## src/mem_pkg.sv

```systemverilog
package mem_pkg;

    localparam int NUM_SETS   = 256;    // sets per way
    localparam int LINE_BYTES = 16;     // bytes per cache line

    typedef logic [31:0]               word_t;      // data word
    typedef logic [31:0]               addr_t;      // byte address
    typedef logic [4:0]                reg_addr_t;  // gpr number
    typedef logic [19:0]               tag_t;       // addr[31:12]
    typedef logic [7:0]                index_t;     // addr[11:4]
    typedef logic [3:0]                offset_t;    // addr[3:0]
    typedef logic [LINE_BYTES*8-1:0]   line_t;      // word 0 in the low bits

    // nine ops do not fit in three bits, so the op field is four wide
    typedef enum logic [3:0] {
        MEM_NOP = 4'd0,     // no memory access
        MEM_LW  = 4'd1,
        MEM_LH  = 4'd2,     // sign extended
        MEM_LHU = 4'd3,     // zero extended
        MEM_LB  = 4'd4,     // sign extended
        MEM_LBU = 4'd5,     // zero extended
        MEM_SW  = 4'd6,
        MEM_SH  = 4'd7,
        MEM_SB  = 4'd8
    } mem_op_e;

    typedef enum logic [2:0] {
        DC_IDLE    = 3'd0,  // lookup, hits complete here
        DC_WB_REQ  = 3'd1,  // victim write, req high
        DC_WB_WAIT = 3'd2,  // req low, wait for ack low
        DC_RF_REQ  = 3'd3,  // refill read, req high
        DC_RF_WAIT = 3'd4,  // req low, wait for ack low
        DC_FILL    = 3'd5   // write refill line into the victim way
    } dc_state_e;

    typedef struct packed {
        logic      en;          // slot holds an instruction
        mem_op_e   op;          // memory operation
        addr_t     addr;        // alu result, also the access address
        word_t     wr_data;     // store data, right aligned
        reg_addr_t dst_addr;    // destination gpr
        logic      gpr_we;      // gpr write enable
    } ex_mem_t;

    typedef struct packed {
        logic      en;
        reg_addr_t dst_addr;
        logic      gpr_we;      // low on misalign
        word_t     out;         // load data or alu result
        logic      misalign;    // misaligned access flag
    } mem_wb_t;

    typedef struct packed {
        logic  we;              // 1 writeback, 0 refill
        addr_t addr;            // line address, offset zero
        line_t wdata;           // victim line for writes
    } l2_req_t;

endpackage

```

## src/mem_wb_reg.sv

```systemverilog
`timescale 1ns/10ps

module mem_wb_reg import mem_pkg::*; (
    input  logic    clk,
    input  logic    arst_n,
    input  logic    stall,      // pipeline stall
    input  logic    flush,      // pipeline flush
    input  logic    miss_stall, // cache miss in progress
    input  ex_mem_t ex,
    input  word_t   out,        // aligned load data or alu result
    input  logic    misalign,
    output mem_wb_t wb
);

    logic drop_q;               // flushed while held, discard on capture

    always_ff @(posedge clk or negedge arst_n) begin
        if (!arst_n) begin
            wb     <= '0;
            drop_q <= 1'b0;
        end else if (flush) begin
            wb.en  <= 1'b0;
            drop_q <= stall || miss_stall;                     // held access is dead
        end else if (!stall && !miss_stall) begin
            wb.en       <= ex.en && !drop_q;
            wb.dst_addr <= ex.dst_addr;
            wb.gpr_we   <= ex.gpr_we && !misalign;             // no write on a trap
            wb.out      <= out;
            wb.misalign <= misalign;
            drop_q      <= 1'b0;
        end
    end

endmodule

```

## config.mk

```make
export PLATFORM = sky130hd
export DESIGN_NAME = mem_wb_reg
export DESIGN_NICKNAME = d
export VERILOG_FILES = /design/src/mem_pkg.sv /design/src/mem_wb_reg.sv
export SDC_FILE = /design/constraint.sdc
export NUM_CORES = 1
export LEC_CHECK = 0
export BUFFER_PORTS_ARGS = -buffer_cell sky130_fd_sc_hd__clkbuf_2
export CAP_MARGIN = 25
export CORE_MARGIN = 4
export CORE_UTILIZATION = 39
export CTS_BUF_LIST = sky130_fd_sc_hd__clkbuf_4 sky130_fd_sc_hd__clkbuf_8 sky130_fd_sc_hd__clkbuf_16
export DETAILED_ROUTE_END_ITERATION = 16
export HOLD_SLACK_MARGIN = 0.15
export PLACE_DENSITY = 0.94
export SYNTH_ARGS = -nofsm -noshare
export SYNTH_HDL_FRONTEND = slang
export SYNTH_SLANG_ARGS = --single-unit
export TNS_END_PERCENT = 30
```

## constraint.sdc

```tcl
create_clock -name clk -period 1.6 [get_ports clk]
set_input_delay 0.08 -clock clk [delete_from_list [all_inputs] [get_ports clk]]
set_output_delay 0.08 -clock clk [all_outputs]
set_load 0.005 [all_outputs]
```

==> results.yml <==
placement:
  port_buffers: 84
  globalplace.congestion: 0.632
  dp_slack_ns: 0.382
  place_inst: 222
  dp_hpwl_microns: 2700
timing:
  max_freq_mhz: 671
  worst_pin_slew_ns: 0.542
  min_period_over_period: 0.931
  relSlewSlack: 0.638
  clock_skew_ns: 0.00298
  setup_slack_ns: 0.110
  setup_tns_ns: 0
  drv_slew: 0
  hold_viol_final: 0
  rsz0062_at_grt: "no"
  finalSetupViolCount: 0
  period_needed_ns: 1.49
route:
  first_iter_violations: 23
  ant_nets: 0
  via_per_inst: 4.78
  drt-total-wl_microns: 4690
  dr.pass1.iters: 4
  wl_per_cell_microns: 17.2
  drcViolationCount: 0
  vias: 1301
clocking:
  clock_sinks: 41
  path_clk_slew_ns: 0.07
  cts-root-buf: "clkbuf_8"
  h-tree-depth: 2
  cts_setup_buffers: 0
  cts_made_buffers: 5
  ctsLongestPathBuffers: 2
  ctsResizeCount: 0
  cts_tree: "yes"
  hold_buffers: 44
  clock_latency_ns: 0.29
synthesis:
  syn_inst: 90
  synth.area.top_cells: "dfrtp_1 (64%), mux2_2 (20%), mux2_4 (9.4%)"
  avgSynthCellArea_sq_um: 17.8
  ys_seq_elements: 41
  synth.top_cell.area_share: 0.641
  synth_warnings: 0
  yosysSeqAreaShare: 0.641
  synth_area_sq_um: 1600
  synth_top_cell_by_area: "dfrtp_1"
  ys_types: 12
  synth_nets: 203
critical_path:
  worst-setup-path-type: "in -> reg"
  r2r_end: "drop_q$_DFFE_PN0P_"
  r2r_cells: 2
  rrSetupSlack_ns: 0.41
  cp_data_required_time_ns: 1.77
  cp_max_fo: 39
  rr_startpoint: "drop_q$_DFFE_PN0P_"
  critical_path_arrival_ns: 1.66
  crit_path_end_kind: "flip-flop"
  start_kind: "primary input"
run_status:
  status: "finished, final reports clean"
floorplan:
  chipWidth_microns: 72.1
  die_h_microns: 72.1
  coreArea_sq_um: 3970
  die_area_sq_um: 5190
  pin_count: 153
  rows: 23
  start_util: 0.403
final_layout:
  layout-drive-gt1-share: 0.595
  fillers: 277
  antennaDiodeCount: 0
  layout.cells.most_common: "clkbuf_2"
  final_cell_mix: "clkbuf_2 (84), dlygate4sd3_1 (44), dfrtp_1 (41)"
  area_growth_syn_to_layout_pct: 61.1
  layout.nets: 336
  fin_cells: 272
pwr:
  pwr-share-clk: 0.238
  comb_power_share: 0.247
  ir_drop_v: 0.000530
  leakagePower_uw: 0.00127
  swShare: 0.261
  powerDensity_nw_per_um2: 1010
  internal_power_uw: 1920
  pwr-share-seq: 0.515
  switchingPower_uw: 680
global_routing:
  grt_max_degree: 40
  grtUsageTotal: 0.198
  antenna_found_initial: 0
  grt_pass1_wl_microns: 7650
  grt-ovfl-total: 0
  grt_pass1_vias: 1546
min_path:
  whs_path_depth: 3
  min_path_type: "in -> reg"
  min_to: "wb[33]$_DFFE_PN0P_"
  hold_start: "ex[0]"
job:
  drv_cap: 0
## area by class of cell
class / instances / area, sq um / share of cell area
Clock buffer: 5 / 68.8 / 0.0267
Clock inverter: 1 / 5.00 / 0.00194
Multi-Input combinational cell: 45 / 528 / 0.205
Sequential cell: 41 / 1030 / 0.398
Tap cell: 50 / 62.6 / 0.0243
Timing Repair Buffer: 130 / 888 / 0.344
## layer usage
| metal | vias up | wire, microns | track usage |
|---|---|---|---|
| met1 | 637 | 1820 | 0.220 |
| li1 | 581 | - | - |
| met2 | 77 | 2260 | 0.331 |
| met5 | - | 0 | 0 |
| met3 | 6 | 549 | 0.0942 |
| met4 | 0 | 53 | 0.0710 |
## how the worst max path moves through the flow
stage,slack [ns],cells after the start,startpoint,endpoint
after floorplan,0.59,2,drop_q$_DFFE_PN0P_,wb[39]$_DFFE_PN0P_
after global placement,0.43,4,miss_stall,wb[3]$_DFFE_PN0P_
after detailed placement,0.38,4,miss_stall,wb[9]$_DFFE_PN0P_
after CTS,0.15,5,miss_stall,wb[9]$_DFFE_PN0P_
after global routing,0.06,5,miss_stall,wb[27]$_DFFE_PN0P_
final,0.11,5,miss_stall,wb[2]$_DFFE_PN0P_
## power groups by stage
stage,registers (uW),clock network (uW),logic (uW)
floorplan,1350,0,225
global placement,1330,0,525
detailed placement,1350,0,548
CTS,1330,630,635
global route,1360,683,704
finish,1340,619,643
## registers in the layout, summed over array words and instances, names as in the netlist
| register | count |
|---|---|
| wb | 40 |
| drop_q | 1 |
## kinds of logic after synthesis
group | Yosys count | synth area share
DFF | 41 | 0.641
muxes | 39 | 0.298
buffers and inverters | 4 | 0.0289
AOI/OAI and AO/OA | 3 | 0.0117
and+or+nand+nor | 3 | 0.0203
## worst max-delay path, stage by stage
cell and delay [ns]:
dlygate4sd3_1 0.54, clkbuf_2 0.15, nor3_4 0.23, buf_12 0.27, mux2_2 0.38
## Yosys cell counts
| master | instances |
|---|---|
| nor2b_1 | 1 |
| nor3_4 | 1 |
| mux2_2 | 29 |
| or4b_1 | 1 |
| a21oi_1 | 1 |
| dfrtp_1 | 41 |
| buf_6 | 1 |
| buf_4 | 2 |
| mux2_4 | 10 |
| o22a_1 | 1 |
| buf_12 | 1 |
| o21ai_0 | 1 |
## metrics by stage
| stage | instance area, sq um | utilization | power [uW] | hold WS, ns |
|---|---|---|---|---|
| 3_5_place_dp | 2060 | 0.520 | 1890 | 0.0764 |
| 4_1_cts | 2580 | 0.649 | 2590 | 0.150 |
| 2_1_floorplan | 1600 | - | 1580 | -0.216 |
| 3_3_place_gp | 2060 | 0.520 | 1860 | 0.0702 |
| 5_1_grt | 2580 | 0.649 | 2750 | 0.213 |
| 6_report | 2580 | 0.649 | 2600 | 0.187 |
No activity file was read; power rests on OpenSTA's default activity.
