<file path="src/mem_pkg.sv">
package mem_pkg;

    localparam int NUM_SETS   = 256;    // sets per way
    localparam int LINE_BYTES = 16;     // bytes per cache line

    typedef logic [31:0]               word_t;      // data word
    typedef logic [31:0]               addr_t;      // byte address
    typedef logic [4:0]                reg_addr_t;  // gpr number
    typedef logic [19:0]               tag_t;       // addr[31:12]
    typedef logic [7:0]                index_t;     // addr[11:4]
    typedef logic [3:0]                offset_t;    // addr[3:0]
    typedef logic [LINE_BYTES*8-1:0]   line_t;      // word 0 in the low bits

    // nine ops do not fit in three bits, so the op field is four wide
    typedef enum logic [3:0] {
        MEM_NOP = 4'd0,     // no memory access
        MEM_LW  = 4'd1,
        MEM_LH  = 4'd2,     // sign extended
        MEM_LHU = 4'd3,     // zero extended
        MEM_LB  = 4'd4,     // sign extended
        MEM_LBU = 4'd5,     // zero extended
        MEM_SW  = 4'd6,
        MEM_SH  = 4'd7,
        MEM_SB  = 4'd8
    } mem_op_e;

    typedef enum logic [2:0] {
        DC_IDLE    = 3'd0,  // lookup, hits complete here
        DC_WB_REQ  = 3'd1,  // victim write, req high
        DC_WB_WAIT = 3'd2,  // req low, wait for ack low
        DC_RF_REQ  = 3'd3,  // refill read, req high
        DC_RF_WAIT = 3'd4,  // req low, wait for ack low
        DC_FILL    = 3'd5   // write refill line into the victim way
    } dc_state_e;

    typedef struct packed {
        logic      en;          // slot holds an instruction
        mem_op_e   op;          // memory operation
        addr_t     addr;        // alu result, also the access address
        word_t     wr_data;     // store data, right aligned
        reg_addr_t dst_addr;    // destination gpr
        logic      gpr_we;      // gpr write enable
    } ex_mem_t;

    typedef struct packed {
        logic      en;
        reg_addr_t dst_addr;
        logic      gpr_we;      // low on misalign
        word_t     out;         // load data or alu result
        logic      misalign;    // misaligned access flag
    } mem_wb_t;

    typedef struct packed {
        logic  we;              // 1 writeback, 0 refill
        addr_t addr;            // line address, offset zero
        line_t wdata;           // victim line for writes
    } l2_req_t;

endpackage

</file>
<file path="src/dcache_ctrl.sv">
`timescale 1ns/10ps

module dcache_ctrl import mem_pkg::*; (
    input  logic    clk,
    input  logic    arst_n,
    input  logic    access,     // aligned access present
    input  logic    is_store,
    input  addr_t   addr,       // access address
    input  tag_t    tag0,
    input  tag_t    tag1,
    input  logic    valid0,
    input  logic    valid1,
    input  logic    dirty0,
    input  logic    dirty1,
    input  logic    lru,        // next victim way
    input  line_t   line0,
    input  line_t   line1,
    output logic    we0,        // way 0 write strobe
    output logic    we1,        // way 1 write strobe
    output logic    fill_sel,   // 1 refill line, 0 store line
    output logic    dirty_wd,   // dirty bit written with the line
    output logic    lru_we,
    output logic    hit_way,    // way in use, victim outside idle
    output line_t   fill_line,  // refill line from l2
    output logic    miss_stall,
    output logic    l2_req,
    output l2_req_t l2,
    input  logic    l2_ack,
    input  line_t   l2_rdata
);

    dc_state_e state;
    dc_state_e state_nx;
    tag_t      tag;             // tag of the access
    index_t    index;           // set of the access
    logic      hit0;
    logic      hit1;
    logic      hit;
    logic      miss;            // lookup missed in idle
    logic      vict_dirty;      // victim must go back to l2
    tag_t      vict_tag;
    line_t     vict_line;
    logic      wr_hit;          // store hit this cycle
    logic      wr_fill;         // refill write this cycle

    assign tag   = addr[31:12];
    assign index = addr[11:4];

    assign hit0 = valid0 && (tag0 == tag);
    assign hit1 = valid1 && (tag1 == tag);
    assign hit  = hit0 || hit1;
    assign miss = (state == DC_IDLE) && access && !hit;

    assign vict_dirty = lru ? (valid1 && dirty1) : (valid0 && dirty0);
    assign vict_tag   = lru ? tag1 : tag0;
    assign vict_line  = lru ? line1 : line0;

    always_ff @(posedge clk or negedge arst_n) begin
        if (!arst_n) begin
            state <= DC_IDLE;
        end else begin
            state <= state_nx;
        end
    end

    always_comb begin
        state_nx = state;
        case (state)
            DC_IDLE:    if (miss) state_nx = vict_dirty ? DC_WB_REQ : DC_RF_REQ;
            DC_WB_REQ:  if (l2_ack) state_nx = DC_WB_WAIT;     // ack seen, drop req
            DC_WB_WAIT: if (!l2_ack) state_nx = DC_RF_REQ;
            DC_RF_REQ:  if (l2_ack) state_nx = DC_RF_WAIT;     // rdata taken here
            DC_RF_WAIT: if (!l2_ack) state_nx = DC_FILL;
            DC_FILL:    state_nx = DC_IDLE;                    // access hits next cycle
            default:    state_nx = DC_IDLE;
        endcase
    end

    // request fields load one edge before req rises and hold to ack
    always_ff @(posedge clk) begin
        if (miss) begin
            l2.we    <= vict_dirty;
            l2.addr  <= vict_dirty ? {vict_tag, index, offset_t'(0)}
                                   : {tag, index, offset_t'(0)};
            l2.wdata <= vict_line;
        end else if ((state == DC_WB_WAIT) && !l2_ack) begin
            l2.we    <= 1'b0;                                  // now the refill read
            l2.addr  <= {tag, index, offset_t'(0)};
        end
        if ((state == DC_RF_REQ) && l2_ack) begin
            fill_line <= l2_rdata;                             // latched on ack rise
        end
    end

    assign l2_req     = (state == DC_WB_REQ) || (state == DC_RF_REQ);
    assign miss_stall = (state != DC_IDLE) || miss;

    assign wr_hit  = (state == DC_IDLE) && access && hit && is_store;
    assign wr_fill = (state == DC_FILL);

    assign hit_way  = (state == DC_IDLE) ? hit1 : lru;         // fill goes to the victim
    assign we0      = (wr_hit && !hit1) || (wr_fill && !lru);
    assign we1      = (wr_hit && hit1) || (wr_fill && lru);
    assign fill_sel = wr_fill;
    assign dirty_wd = !wr_fill;                                // store sets, fill clears
    assign lru_we   = ((state == DC_IDLE) && access && hit) || wr_fill;

endmodule

</file>
<file path="config.mk">
export PLATFORM = sky130hd
export DESIGN_NAME = dcache_ctrl
export DESIGN_NICKNAME = d
export VERILOG_FILES = /design/src/mem_pkg.sv /design/src/dcache_ctrl.sv
export SDC_FILE = /design/constraint.sdc
export NUM_CORES = 1
export LEC_CHECK = 0
export BUFFER_PORTS_ARGS = -buffer_cell sky130_fd_sc_hd__buf_4
export CORE_AREA = 5 5 295 297
export DETAILED_ROUTE_END_ITERATION = 16
export DIE_AREA = 0 0 300 302
export GPL_ROUTABILITY_DRIVEN = 0
export PLACE_DENSITY = 0.36
export REMOVE_ABC_BUFFERS = 1
export SLEW_MARGIN = 20
export SYNTH_ARGS = -nofsm -noshare
export SYNTH_HDL_FRONTEND = slang
export SYNTH_SLANG_ARGS = --single-unit
</file>
<file path="constraint.sdc">
create_clock -name clk -period 9.83 [get_ports clk]
set_input_delay 0.983 -clock clk [delete_from_list [all_inputs] [get_ports clk]]
set_output_delay 0.983 -clock clk [all_outputs]
set_load 0.01 [all_outputs]
</file>
==> run metrics <==
setup repair after global routing missed its margin=no; Post-CTS Setup Inserts=0; P_leak=7.86 nW; drt pass-1 iters=4; vias per inst=3.35; vias in the first global route=8967; Die Width=300 um; CTS tree=done; Gates resized, CTS repair=0; Worst Setup End Kind=primary output; synthesized area=0.0113 sq mm; FMAX=223 MHz; Critical Path AT=3.50 ns; initial core utilization=0.134; CTS Buf Count=39; max_slew headroom=0.282; post-synth cell types=32; register area=0.00863 sq mm; number of fill cells in the layout=8990; worst min path class=in -> async; Startpoint Class=input port; min Tclk post-route=4.48 ns; CP max stage delay=0.81 ns; r2r setup slk=6.96 ns; area of the die=0.0906 sq mm; DR WL/cell=20.4 um; Top delay family on crit path=simple AND/OR/NAND/NOR gates; Routed WL=50500 um; floorplan row count=107; clock slew at reported path FFs=0.05 ns; Critical Path RT=8.85 ns; period utilisation layout=0.456; Max VDD drop=97.3 uV; share of layout cells above drive strength 1=0.718; Initial DRC Count=296; maximum root-to-sink buffer count=3; io pins=763; multi-input logic area=0.00257 sq mm; Max FO, Critical Path=6; clock latency at the later pin of the worst-skew pair=0.55 ns; Core Area=0.0843 sq mm; status=complete, no violations; pin count of the biggest net entering global routing=76; via count=8305; yosys warns=0; CTS Sinks=288; Crit-path slowest cell=nor4_1; initial antenna violation count=7; Layout Skew=0.0158 ns; DPL Wire Length=40600 um; Pwr Density=210 mW/mm^2; final setup fails=0; Seq/Total Area, Yosys=0.762; hold-fix buffers at CTS=0; worst slew pin tran=1.08 ns; DIE HEIGHT=302 um; Slew Limit Fails=0; synth-to-layout area growth=73.4%; Syn Area/Cell=19.7 sq um; max-cap violation count=0; CP Cell Sequence=buf_4 > xnor2_1 > nand4_1 > nor4_1 > nand4_1 > nand2_1 > a31o_2 > buf_4; final core utilization=0.233; crit path kind=in -> out; DRC viols=0; Final Hold Viols=0; GR Overflow Total=0; H-tree lvl count=2; Final TNS setup=0 ns; Yosys reg bits=288; Syn Inst Count=576; clock root cell=clkbuf_16; global-route wire length before repair=67400 um; CP bufs+invs=2; total track usage=0.103; final net count=1820; PortBufs=754; ANT nets after route=0
## layout by cell type, fill, tap and decap left out
cell / netlist / layout
or4b_2: 1 / 1
clkinv_1: 0 / 4
or2b_1: 1 / 1
nor3_2: 1 / 1
nor2_4: 0 / 1
inv_1: 3 / 3
o21ai_0: 4 / 3
dfrtp_1: 3 / 3
o21ai_4: 0 / 1
a31o_2: 1 / 1
nor4_1: 4 / 4
clkbuf_1: 6 / 9
buf_4: 4 / 759
o22ai_1: 3 / 3
buf_6: 2 / 1
nand3_2: 1 / 1
o311ai_0: 1 / 1
nand4_1: 8 / 8
inv_6: 0 / 2
nor2_1: 4 / 3
diode_2: 0 / 3
a21o_1: 1 / 1
clkinv_2: 0 / 8
nand3_1: 4 / 4
bufinv_16: 0 / 7
a31oi_1: 1 / 1
mux2_2: 168 / 168
clkinv_8: 0 / 1
xor2_1: 9 / 9
nand3b_1: 1 / 1
clkbuf_16: 0 / 40
nor2b_1: 1 / 1
clkinvlp_4: 0 / 1
edfxtp_1: 285 / 285
nand2_1: 9 / 9
conb_1: 1 / 4
a21oi_1: 1 / 1
xnor2_1: 32 / 32
or3_1: 1 / 1
and3_4: 0 / 1
## layer usage
layer	GRT usage	up-vias	part of all wire
met5	0	-	0.00081
met4	0.0316	6	0.022
met3	0.0487	61	0.11
met2	0.183	431	0.52
met1	0.107	3990	0.35
li1	-	3817	-
## through the flow
step / power, mW / std cells / instance area (sq um) / setup WS (ns) / hold slack (ns)
floorplan: 2.08 / 553 / 11200 / 2.37 / 0.582
global placement: 2.69 / 2403 / 18300 / 5.34 / 0.646
detailed placement: 2.69 / 2403 / 18300 / 5.35 / 0.681
CTS: 4.24 / 2475 / 19600 / 5.34 / 0.174
global route: 4.34 / 2477 / 19600 / 5.22 / 0.191
finish: 4.13 / 2478 / 19600 / 5.35 / 0.230
## cell families (layout without fill, tap and decap cells)
logic type	Yosys count	in the layout	share of synthesized area
compound gates	12	12	0.00663
xor+xnor	41	41	0.0317
buf+inv	29	835	0.0137
flops	288	288	0.762
mux	168	168	0.167
other cells	1	7	0.000331
simple gates	37	37	0.0183
## state kept, by name (all words and copies together), names as in the netlist
| register | flops |
|---|---|
| l2 | 157 |
| fill_line | 128 |
| state | 3 |
## power breakdown
part / internal [mW] / switching [mW] / leakage [nW] / total, mW
logic: 0.434 / 0.479 / 4.56 / 0.912
registers: 1.65 / 0.0735 / 2.65 / 1.72
clock network: 0.933 / 0.564 / 0.656 / 1.50
total: 3.01 / 1.12 / 7.86 / 4.13
## final timing paths
| check | end | from | cells past startpoint |
|---|---|---|---|
| setup / recovery | lru_we | addr[16] | 8 |
| hold / removal | state[0] | arst_n | 1 |
| setup reg to reg | l2[87] | state[0] | 4 |
| hold reg to reg | state[1] | state[2] | 1 |
| max in group asynchronous | state[2] | arst_n | 1 |
| min in group clk | fill_line[35] | l2_rdata[35] | 1 |
## cell usage after synthesis
library cell	number	area, sq um
edfxtp_1	285	8560
mux2_2	168	1890
xnor2_1	32	280
buf_2	13	65.1
nand2_1	9	33.8
xor2_1	9	78.8
nand4_1	8	50.1
clkbuf_1	6	22.5
buf_4	4	30.0
nand3_1	4	20.0
nor2_1	4	15.0
nor4_1	4	25.0
o21ai_0	4	20.0
dfrtp_1	3	75.1
inv_1	3	11.3
o22ai_1	3	18.8
buf_6	2	22.5
a21o_1	1	7.51
a21oi_1	1	5.00
a31o_2	1	8.76
a31oi_1	1	6.26
and3_1	1	6.26
buf_1	1	3.75
conb_1	1	3.75
nand3_2	1	10.0
nand3b_1	1	7.51
nor2b_1	1	6.26
nor3_2	1	10.0
o311ai_0	1	8.76
or2b_1	1	7.51
or3_1	1	6.26
or4b_2	1	10.0
## area by class of cell
type	count	share of cell area
clock buffer	49	0.0527
antenna	3	0.000382
multi-input combinational	262	0.131
sequential	288	0.440
timing repair buffer	760	0.291
clock inverter	23	0.0156
tap	1090	0.0694
inverter	3	0.000573
(Power assumes the default switching activity.)
