`config.mk`:
```
export PLATFORM = sky130hd
export DESIGN_NAME = mem_align
export DESIGN_NICKNAME = d
export VERILOG_FILES = /design/src/mem_pkg.sv /design/src/mem_align.sv
export SDC_FILE = /design/constraint.sdc
export NUM_CORES = 1
export LEC_CHECK = 0
export BUFFER_PORTS_ARGS = -buffer_cell sky130_fd_sc_hd__buf_2
export CAP_MARGIN = 20
export CORE_AREA = 4 4 141 143
export DETAILED_ROUTE_END_ITERATION = 6
export DIE_AREA = 0 0 145 147
export GPL_TIMING_DRIVEN = 0
export PLACE_DENSITY_LB_ADDON = 0.2
export SLEW_MARGIN = 5
export SYNTH_ARGS = -nofsm -noshare
export SYNTH_HDL_FRONTEND = slang
export SYNTH_SLANG_ARGS = --single-unit
```
`constraint.sdc`:
```
create_clock -name vclk -period 5.2
set_input_delay 1.3 -clock vclk [all_inputs]
set_output_delay 1.3 -clock vclk [all_outputs]
set_load 0.01 [all_outputs]
```
`src/mem_pkg.sv`:
```
package mem_pkg;

    localparam int NUM_SETS   = 256;    // sets per way
    localparam int LINE_BYTES = 16;     // bytes per cache line

    typedef logic [31:0]               word_t;      // data word
    typedef logic [31:0]               addr_t;      // byte address
    typedef logic [4:0]                reg_addr_t;  // gpr number
    typedef logic [19:0]               tag_t;       // addr[31:12]
    typedef logic [7:0]                index_t;     // addr[11:4]
    typedef logic [3:0]                offset_t;    // addr[3:0]
    typedef logic [LINE_BYTES*8-1:0]   line_t;      // word 0 in the low bits

    // nine ops do not fit in three bits, so the op field is four wide
    typedef enum logic [3:0] {
        MEM_NOP = 4'd0,     // no memory access
        MEM_LW  = 4'd1,
        MEM_LH  = 4'd2,     // sign extended
        MEM_LHU = 4'd3,     // zero extended
        MEM_LB  = 4'd4,     // sign extended
        MEM_LBU = 4'd5,     // zero extended
        MEM_SW  = 4'd6,
        MEM_SH  = 4'd7,
        MEM_SB  = 4'd8
    } mem_op_e;

    typedef enum logic [2:0] {
        DC_IDLE    = 3'd0,  // lookup, hits complete here
        DC_WB_REQ  = 3'd1,  // victim write, req high
        DC_WB_WAIT = 3'd2,  // req low, wait for ack low
        DC_RF_REQ  = 3'd3,  // refill read, req high
        DC_RF_WAIT = 3'd4,  // req low, wait for ack low
        DC_FILL    = 3'd5   // write refill line into the victim way
    } dc_state_e;

    typedef struct packed {
        logic      en;          // slot holds an instruction
        mem_op_e   op;          // memory operation
        addr_t     addr;        // alu result, also the access address
        word_t     wr_data;     // store data, right aligned
        reg_addr_t dst_addr;    // destination gpr
        logic      gpr_we;      // gpr write enable
    } ex_mem_t;

    typedef struct packed {
        logic      en;
        reg_addr_t dst_addr;
        logic      gpr_we;      // low on misalign
        word_t     out;         // load data or alu result
        logic      misalign;    // misaligned access flag
    } mem_wb_t;

    typedef struct packed {
        logic  we;              // 1 writeback, 0 refill
        addr_t addr;            // line address, offset zero
        line_t wdata;           // victim line for writes
    } l2_req_t;

endpackage

```
`src/mem_align.sv`:
```
`timescale 1ns/10ps

module mem_align import mem_pkg::*; (
    input  ex_mem_t ex,         // ex/mem fields
    input  line_t   hit_line,   // line of the hitting way
    output word_t   out,        // load result, alu result otherwise
    output line_t   st_line,    // hit line with store bytes merged in
    output logic    misalign,   // access off its natural boundary
    output logic    access,     // real cache access this cycle
    output logic    is_store    // sw, sh or sb
);

    offset_t     off;           // byte offset in the line
    word_t       rd_word;       // addressed word
    logic [15:0] rd_half;       // addressed half of that word
    logic [7:0]  rd_byte;       // addressed byte of that word
    word_t       st_rep;        // store data repeated over the lanes
    logic [3:0]  st_be;         // byte enables inside the word

    assign off     = ex.addr[3:0];
    assign rd_word = hit_line[off[3:2]*32 +: 32];
    assign rd_half = rd_word[off[1]*16 +: 16];
    assign rd_byte = rd_word[off[1:0]*8 +: 8];

    always_comb begin
        case (ex.op)
            MEM_LW, MEM_SW:          misalign = off[1:0] != 2'b00;   // word on 4 bytes
            MEM_LH, MEM_LHU, MEM_SH: misalign = off[0];              // half on 2 bytes
            default:                 misalign = 1'b0;
        endcase
    end

    assign is_store = (ex.op == MEM_SW) || (ex.op == MEM_SH) || (ex.op == MEM_SB);
    assign access   = ex.en && (ex.op != MEM_NOP) && !misalign;

    always_comb begin
        case (ex.op)
            MEM_LW:  out = rd_word;
            MEM_LH:  out = {{16{rd_half[15]}}, rd_half};
            MEM_LHU: out = {16'h0000, rd_half};
            MEM_LB:  out = {{24{rd_byte[7]}}, rd_byte};
            MEM_LBU: out = {24'h000000, rd_byte};
            default: out = ex.addr;                     // alu result passes through
        endcase
    end

    // lane data and enables, little endian inside the word
    always_comb begin
        case (ex.op)
            MEM_SW: begin
                st_rep = ex.wr_data;
                st_be  = 4'b1111;
            end
            MEM_SH: begin
                st_rep = {2{ex.wr_data[15:0]}};
                st_be  = off[1] ? 4'b1100 : 4'b0011;
            end
            MEM_SB: begin
                st_rep = {4{ex.wr_data[7:0]}};
                st_be  = 4'b0001 << off[1:0];
            end
            default: begin
                st_rep = ex.wr_data;
                st_be  = 4'b0000;                       // loads leave the line alone
            end
        endcase
    end

    always_comb begin
        st_line = hit_line;
        for (int b = 0; b < LINE_BYTES; b++) begin
            if ((b[3:2] == off[3:2]) && st_be[b[1:0]]) begin
                st_line[b*8 +: 8] = st_rep[b[1:0]*8 +: 8];  // only the addressed word
            end
        end
    end

endmodule

```
==> flow_summary.yaml, run 1 <==
run_status:
  status: "finished, final reports clean"
route:
  drt-initial-drc-count: 392
  vias_per_cell: 5.08
  drc_errors: 0
  firstDrtPassIters: 5
  drtAntennaViolNets: 0
  post_drt_wl_per_cell_um: 23.7
  vias: 5614
  drt_wl_total_mm: 26.2
pwr:
  p_leak_nw: 2.81
  switching_share: 0.564
  p_int_uw: 250
  clkPwrFrac: 0
  irDropWorstVdd_uv: 39.2
  p_sw_uw: 323
  power_frac_seq: 0
  cellPowerDensity_nw_per_um2: 97.4
  p_total_uw: 573
  comb_power_share: 1.000
cells_and_area:
  n_sequential_cell: 0
  layout_commonest_cell: "buf_2"
  n_fill_cell: 2082
  layout.nets: 1075
  drive_above_1_share: 0.574
  layout.cells.non_filler: 1106
  area_delta_synth_final_pct: 54.8
  regArea_um2: 0
  multiInputGateArea_um2: 3580
  layout_common_cells: "372 x buf_2, 87 x mux2_2, 68 x nor2_1"
  clock_buffers: 0
critical_path:
  start_kind: "input pin"
  critPathBufInv: 5
  critical_path.slowest_cell: "nor2b_1"
  cpPeakStageDelay_ps: 430
  cp.arrival_ps: 3720
  worstSetupPathType: "in2out"
  cp.depth: 9
  cp.required_ps: 3900
  path_common_cell: "buf_2"
  critPathTopFamily: "buffers and inverters"
  path_cells: "buf_6 -> buf_2 -> buf_2 -> nor2b_1 -> o21a_1 -> clkbuf_2 -> nor2_1 -> a21oi_1 -> buf_2"
  cp_max_fo: 10
  worst_setup_path_end_kind: "output pin"
hold_path:
  whs_path_depth: 4
  min_to: "st_line[30]"
  hp-start: "hit_line[30]"
  hold_class: "in2out"
flow_run:
  max_cap_viol_count: 0
placed_design:
  place.port_buffers: 356
  hpwlAfterDp_mm: 22.5
  dp.cells: 1104
  place.gp.congestion: 0.885
sta:
  finalHoldViolations: 0
  drv_slew: 0
  setup_violations: 0
  fin_crit_ps: 5020
  tns_ps: 0
  max_freq_mhz: 199
  grt_setup_unrepaired: "no"
  slew_headroom: 0.353
  worst_pin_slew_ps: 968
  min_period_over_period: 0.966
logic_synthesis:
  synth.distinct_cells: 48
  avgSynthCellArea_um2: 7.40
  syn_area_um2: 3800
  syn_inst: 514
  ys_seq_area_frac: 0
  syn_nets: 717
  yosysWarningCount: 0
global_routing:
  track_usage: 0.228
  grt_pass1_vias: 5670
  grt_max_degree: 11
  grt_pass1_wl_mm: 37.9
  antenna_found_initial: 1
  overflow: 0
die:
  die-area_um2: 21300
  num_rows: 50
  design.core.area_um2: 18600
  chipWidth_um: 145
  chipHeight_um: 147
  start_util: 0.205
  pin_count: 366
clock_tree:
  post_cts_buffers: 0
  hold_buffers: 0
metrics by stage:
step | utilization | instance area (um2) | hold slack (ps) | setup slack, ps
after floorplan | - | 3800 | 2690 | 859
after global placement | 0.316 | 5880 | 2900 | 35.2
after detailed placement | 0.316 | 5880 | 2910 | 35.5
after CTS | 0.316 | 5880 | 2910 | 23.8
after global routing | 0.317 | 5880 | 2920 | 11.9
final | 0.317 | 5890 | 2900 | 179
cell usage after synthesis (2+ instances only):
cell	count	area, um2
o41a_1	2	22.5
nor2_1	68	255
clkbuf_1	26	97.6
a211oi_1	6	45.0
nor2_2	2	12.5
inv_1	3	11.3
a22oi_1	2	15.0
mux2i_1	25	250
mux4_2	28	631
buf_6	2	22.5
buf_2	16	80.1
a31oi_1	7	43.8
o21ba_2	2	20.0
a221oi_1	5	43.8
mux2_2	87	980
nor3b_1	2	15.0
nand2b_1	8	50.1
nor2b_1	7	43.8
o21ai_0	39	195
a22o_1	12	105
o21a_1	2	15.0
nand2_1	58	218
a21oi_1	65	325
nand3_1	3	15.0
buf_1	2	7.51
nor3_1	4	20.0
o21ai_1	4	20.0
and3_1	4	25.0
o21bai_1	2	15.0
a32oi_1	3	26.3
what timing repair did:
| item | 4_1_cts | 5_1_grt |
|---|---|---|
| endpoints found under the hold margin | 0 | 0 |
| endpoints found under the setup margin | 0 | 4 |
| resized for setup | 0 | 5 |
worst max path at each step:
| stage | start | endpoint |
|---|---|---|
| after detailed placement | ex[41] | st_line[77] |
| after global placement | ex[41] | st_line[77] |
| after floorplan | ex[41] | out[17] |
| final | ex[41] | st_line[77] |
| after global routing | ex[40] | st_line[46] |
| after CTS | ex[41] | st_line[77] |
layout make-up:
cell class | instances | share of cell area
diodes | 2 | 0.000850
repair buffers | 356 | 0.303
inverters | 4 | 0.00255
well taps | 234 | 0.0497
plain buffers | 46 | 0.0357
multi-input cells | 464 | 0.608
kinds of logic (layout without fill, tap and decap cells):
group,Yosys count,in the layout,synth area share
AO/OA/AOI/OAI,163,163,0.267
buffers and inverters,50,406,0.0586
multiplexers,140,140,0.489
other,0,2,0
AND/OR/NAND/NOR,161,161,0.185
per-layer routing:
metal / vias up / global-route usage / wire length [um] / part of all wire
met5: - / 0 / 0 / 0
met4: 0 / 0.0314 / 512 / 0.020
met3: 26 / 0.0256 / 1390 / 0.053
met2: 255 / 0.404 / 12900 / 0.49
met1: 2662 / 0.308 / 11400 / 0.44
li1: 2671 / - / - / -
power by group through the flow:
stage / Sequential, mW / Clock (mW) / Combinational [mW]
after global routing: 0 / 0.0000000257 / 0.618
after floorplan: 0 / 0 / 0.293
after CTS: 0 / 0 / 0.573
after global placement: 0 / 0 / 0.569
final: 0 / 0.0000000515 / 0.573
after detailed placement: 0 / 0 / 0.570
(Power assumes the default switching activity.)
==> run 2, diff against run 1 <==
- CORE_AREA: 4 4 141 143 -> 4 4 140 142
- DIE_AREA: 0 0 145 147 -> 0 0 144 146
==> run 2 against run 1 <==
  * Design area shrank 0.13%
  * Count of clock-buffer cells in the layout is the same
  * Power shrank 0.67%
  * Critical path type unchanged
  * Via count grew 0.59%
  * Largest cell class unchanged
  * Combinational power shrank 0.7%
  * Global-route usage is essentially flat
==> flow_summary.yaml, run 2 (synthesis results as in run 1) <==
run_status:
  status: "finished, final reports clean"
sta:
  setup_violations: 0
  drv_slew: 0
  tns_ps: 0
  min_period_over_period: 0.980
  hold-worst-slack_ps: 2900
  fin_crit_ps: 5100
  finalHoldViolations: 0
  worst_pin_slew_ps: 902
  slew_headroom: 0.394
  worst_slack_ps: 103
  max_freq_mhz: 196
  grt_setup_unrepaired: "no"
die:
  chipWidth_um: 144
  design.core.area_um2: 18500
  chipHeight_um: 146
  pin_count: 366
  start_util: 0.206
  die-area_um2: 21000
  num_rows: 50
cells_and_area:
  drive_above_1_share: 0.572
  layout_commonest_cell: "buf_2"
  area_delta_synth_final_pct: 54.6
  layout_common_cells: "372 x buf_2, 87 x mux2_2, 68 x nor2_1"
  antennaDiodeCount: 0
  layout.cells.non_filler: 1104
  n_sequential_cell: 0
  regArea_um2: 0
  clock_buffers: 0
  layout.nets: 1075
  n_fill_cell: 2065
pwr:
  p_int_uw: 250
  p_sw_uw: 320
  switching_share: 0.561
  comb_power_share: 1.000
  irDropWorstVdd_uv: 32.9
  power_frac_seq: 0
  p_leak_nw: 2.81
  cellPowerDensity_nw_per_um2: 96.9
  clkPwrFrac: 0
route:
  drt-initial-drc-count: 449
  vias: 5647
  vias_per_cell: 5.12
  drt_wl_total_mm: 25.9
  drtAntennaViolNets: 0
  firstDrtPassIters: 6
  post_drt_wl_per_cell_um: 23.4
  drc_errors: 0
global_routing:
  grt_pass1_wl_mm: 36.4
  grt_pass1_vias: 5643
  overflow: 0
  grt_max_degree: 11
  antenna_found_initial: 0
  track_usage: 0.228
critical_path:
  start_kind: "input pin"
  path_common_cell: "buf_2"
  critical_path.slowest_cell: "clkbuf_1"
  path_cells: "buf_6 -> buf_2 -> buf_2 -> nor2b_1 -> o21a_1 -> clkbuf_1 -> nor2_1 -> a21oi_1 -> buf_2"
  critPathTopFamily: "buffers and inverters"
  worst_setup_path_end_kind: "output pin"
  critPathBufInv: 5
  cp_max_fo: 10
  cpPeakStageDelay_ps: 460
  worstSetupPathType: "in2out"
  cp.arrival_ps: 3800
  cp.required_ps: 3900
hold_path:
  hold_class: "in2out"
placed_design:
  dp.cells: 1104
  hpwlAfterDp_mm: 22.1
  place.port_buffers: 356
  dpl_worst_slack_ps: 134
  place.gp.congestion: 0.898
flow_run:
  max_cap_viol_count: 0
clock_tree:
  post_cts_buffers: 0
## run 2: cell type report
type	instances	area (um2)	area share
Multi-Input combinational cell	464	3580	0.609
Timing Repair Buffer	356	1780	0.303
Tap cell	234	293	0.0498
Buffer	46	209	0.0355
Inverter	4	15.0	0.00255
## run 2: per-layer routing
metal / wire length [um] / track usage / part of all wire / vias to the layer above
li1: - / - / - / 2677
met1: 11100 / 0.310 / 0.43 / 2668
met2: 12600 / 0.395 / 0.49 / 275
met3: 1570 / 0.0240 / 0.061 / 27
met4: 555 / 0.0363 / 0.021 / 0
met5: 0 / 0 / 0 / -
## run 2: worst paths after layout
path / startpoint / end / slack [ps] / depth (start not counted)
hold / removal: hit_line[9] / st_line[9] / 2900 / 4
setup / recovery: ex[41] / st_line[78] / 100 / 9
## run 2: through the flow
step	cell area (um2)	util	total power [mW]
6_report	5880	0.319	0.569
3_5_place_dp	5880	0.318	0.568
2_1_floorplan	3800	-	0.293
5_1_grt	5880	0.319	0.614
4_1_cts	5880	0.318	0.571
3_3_place_gp	5880	0.318	0.568
## run 2: power by group through the flow
stage | sequential [mW] | clock (mW) | combinational (mW)
2_1_floorplan | 0 | 0 | 0.293
3_3_place_gp | 0 | 0 | 0.568
3_5_place_dp | 0 | 0 | 0.568
4_1_cts | 0 | 0 | 0.571
5_1_grt | 0 | 0 | 0.614
6_report | 0 | 0 | 0.569
## run 2: timing repair
item,in CTS,in global routing
gates resized for setup,0,2
endpoints found under the setup margin,0,2
hold buffers,0,0
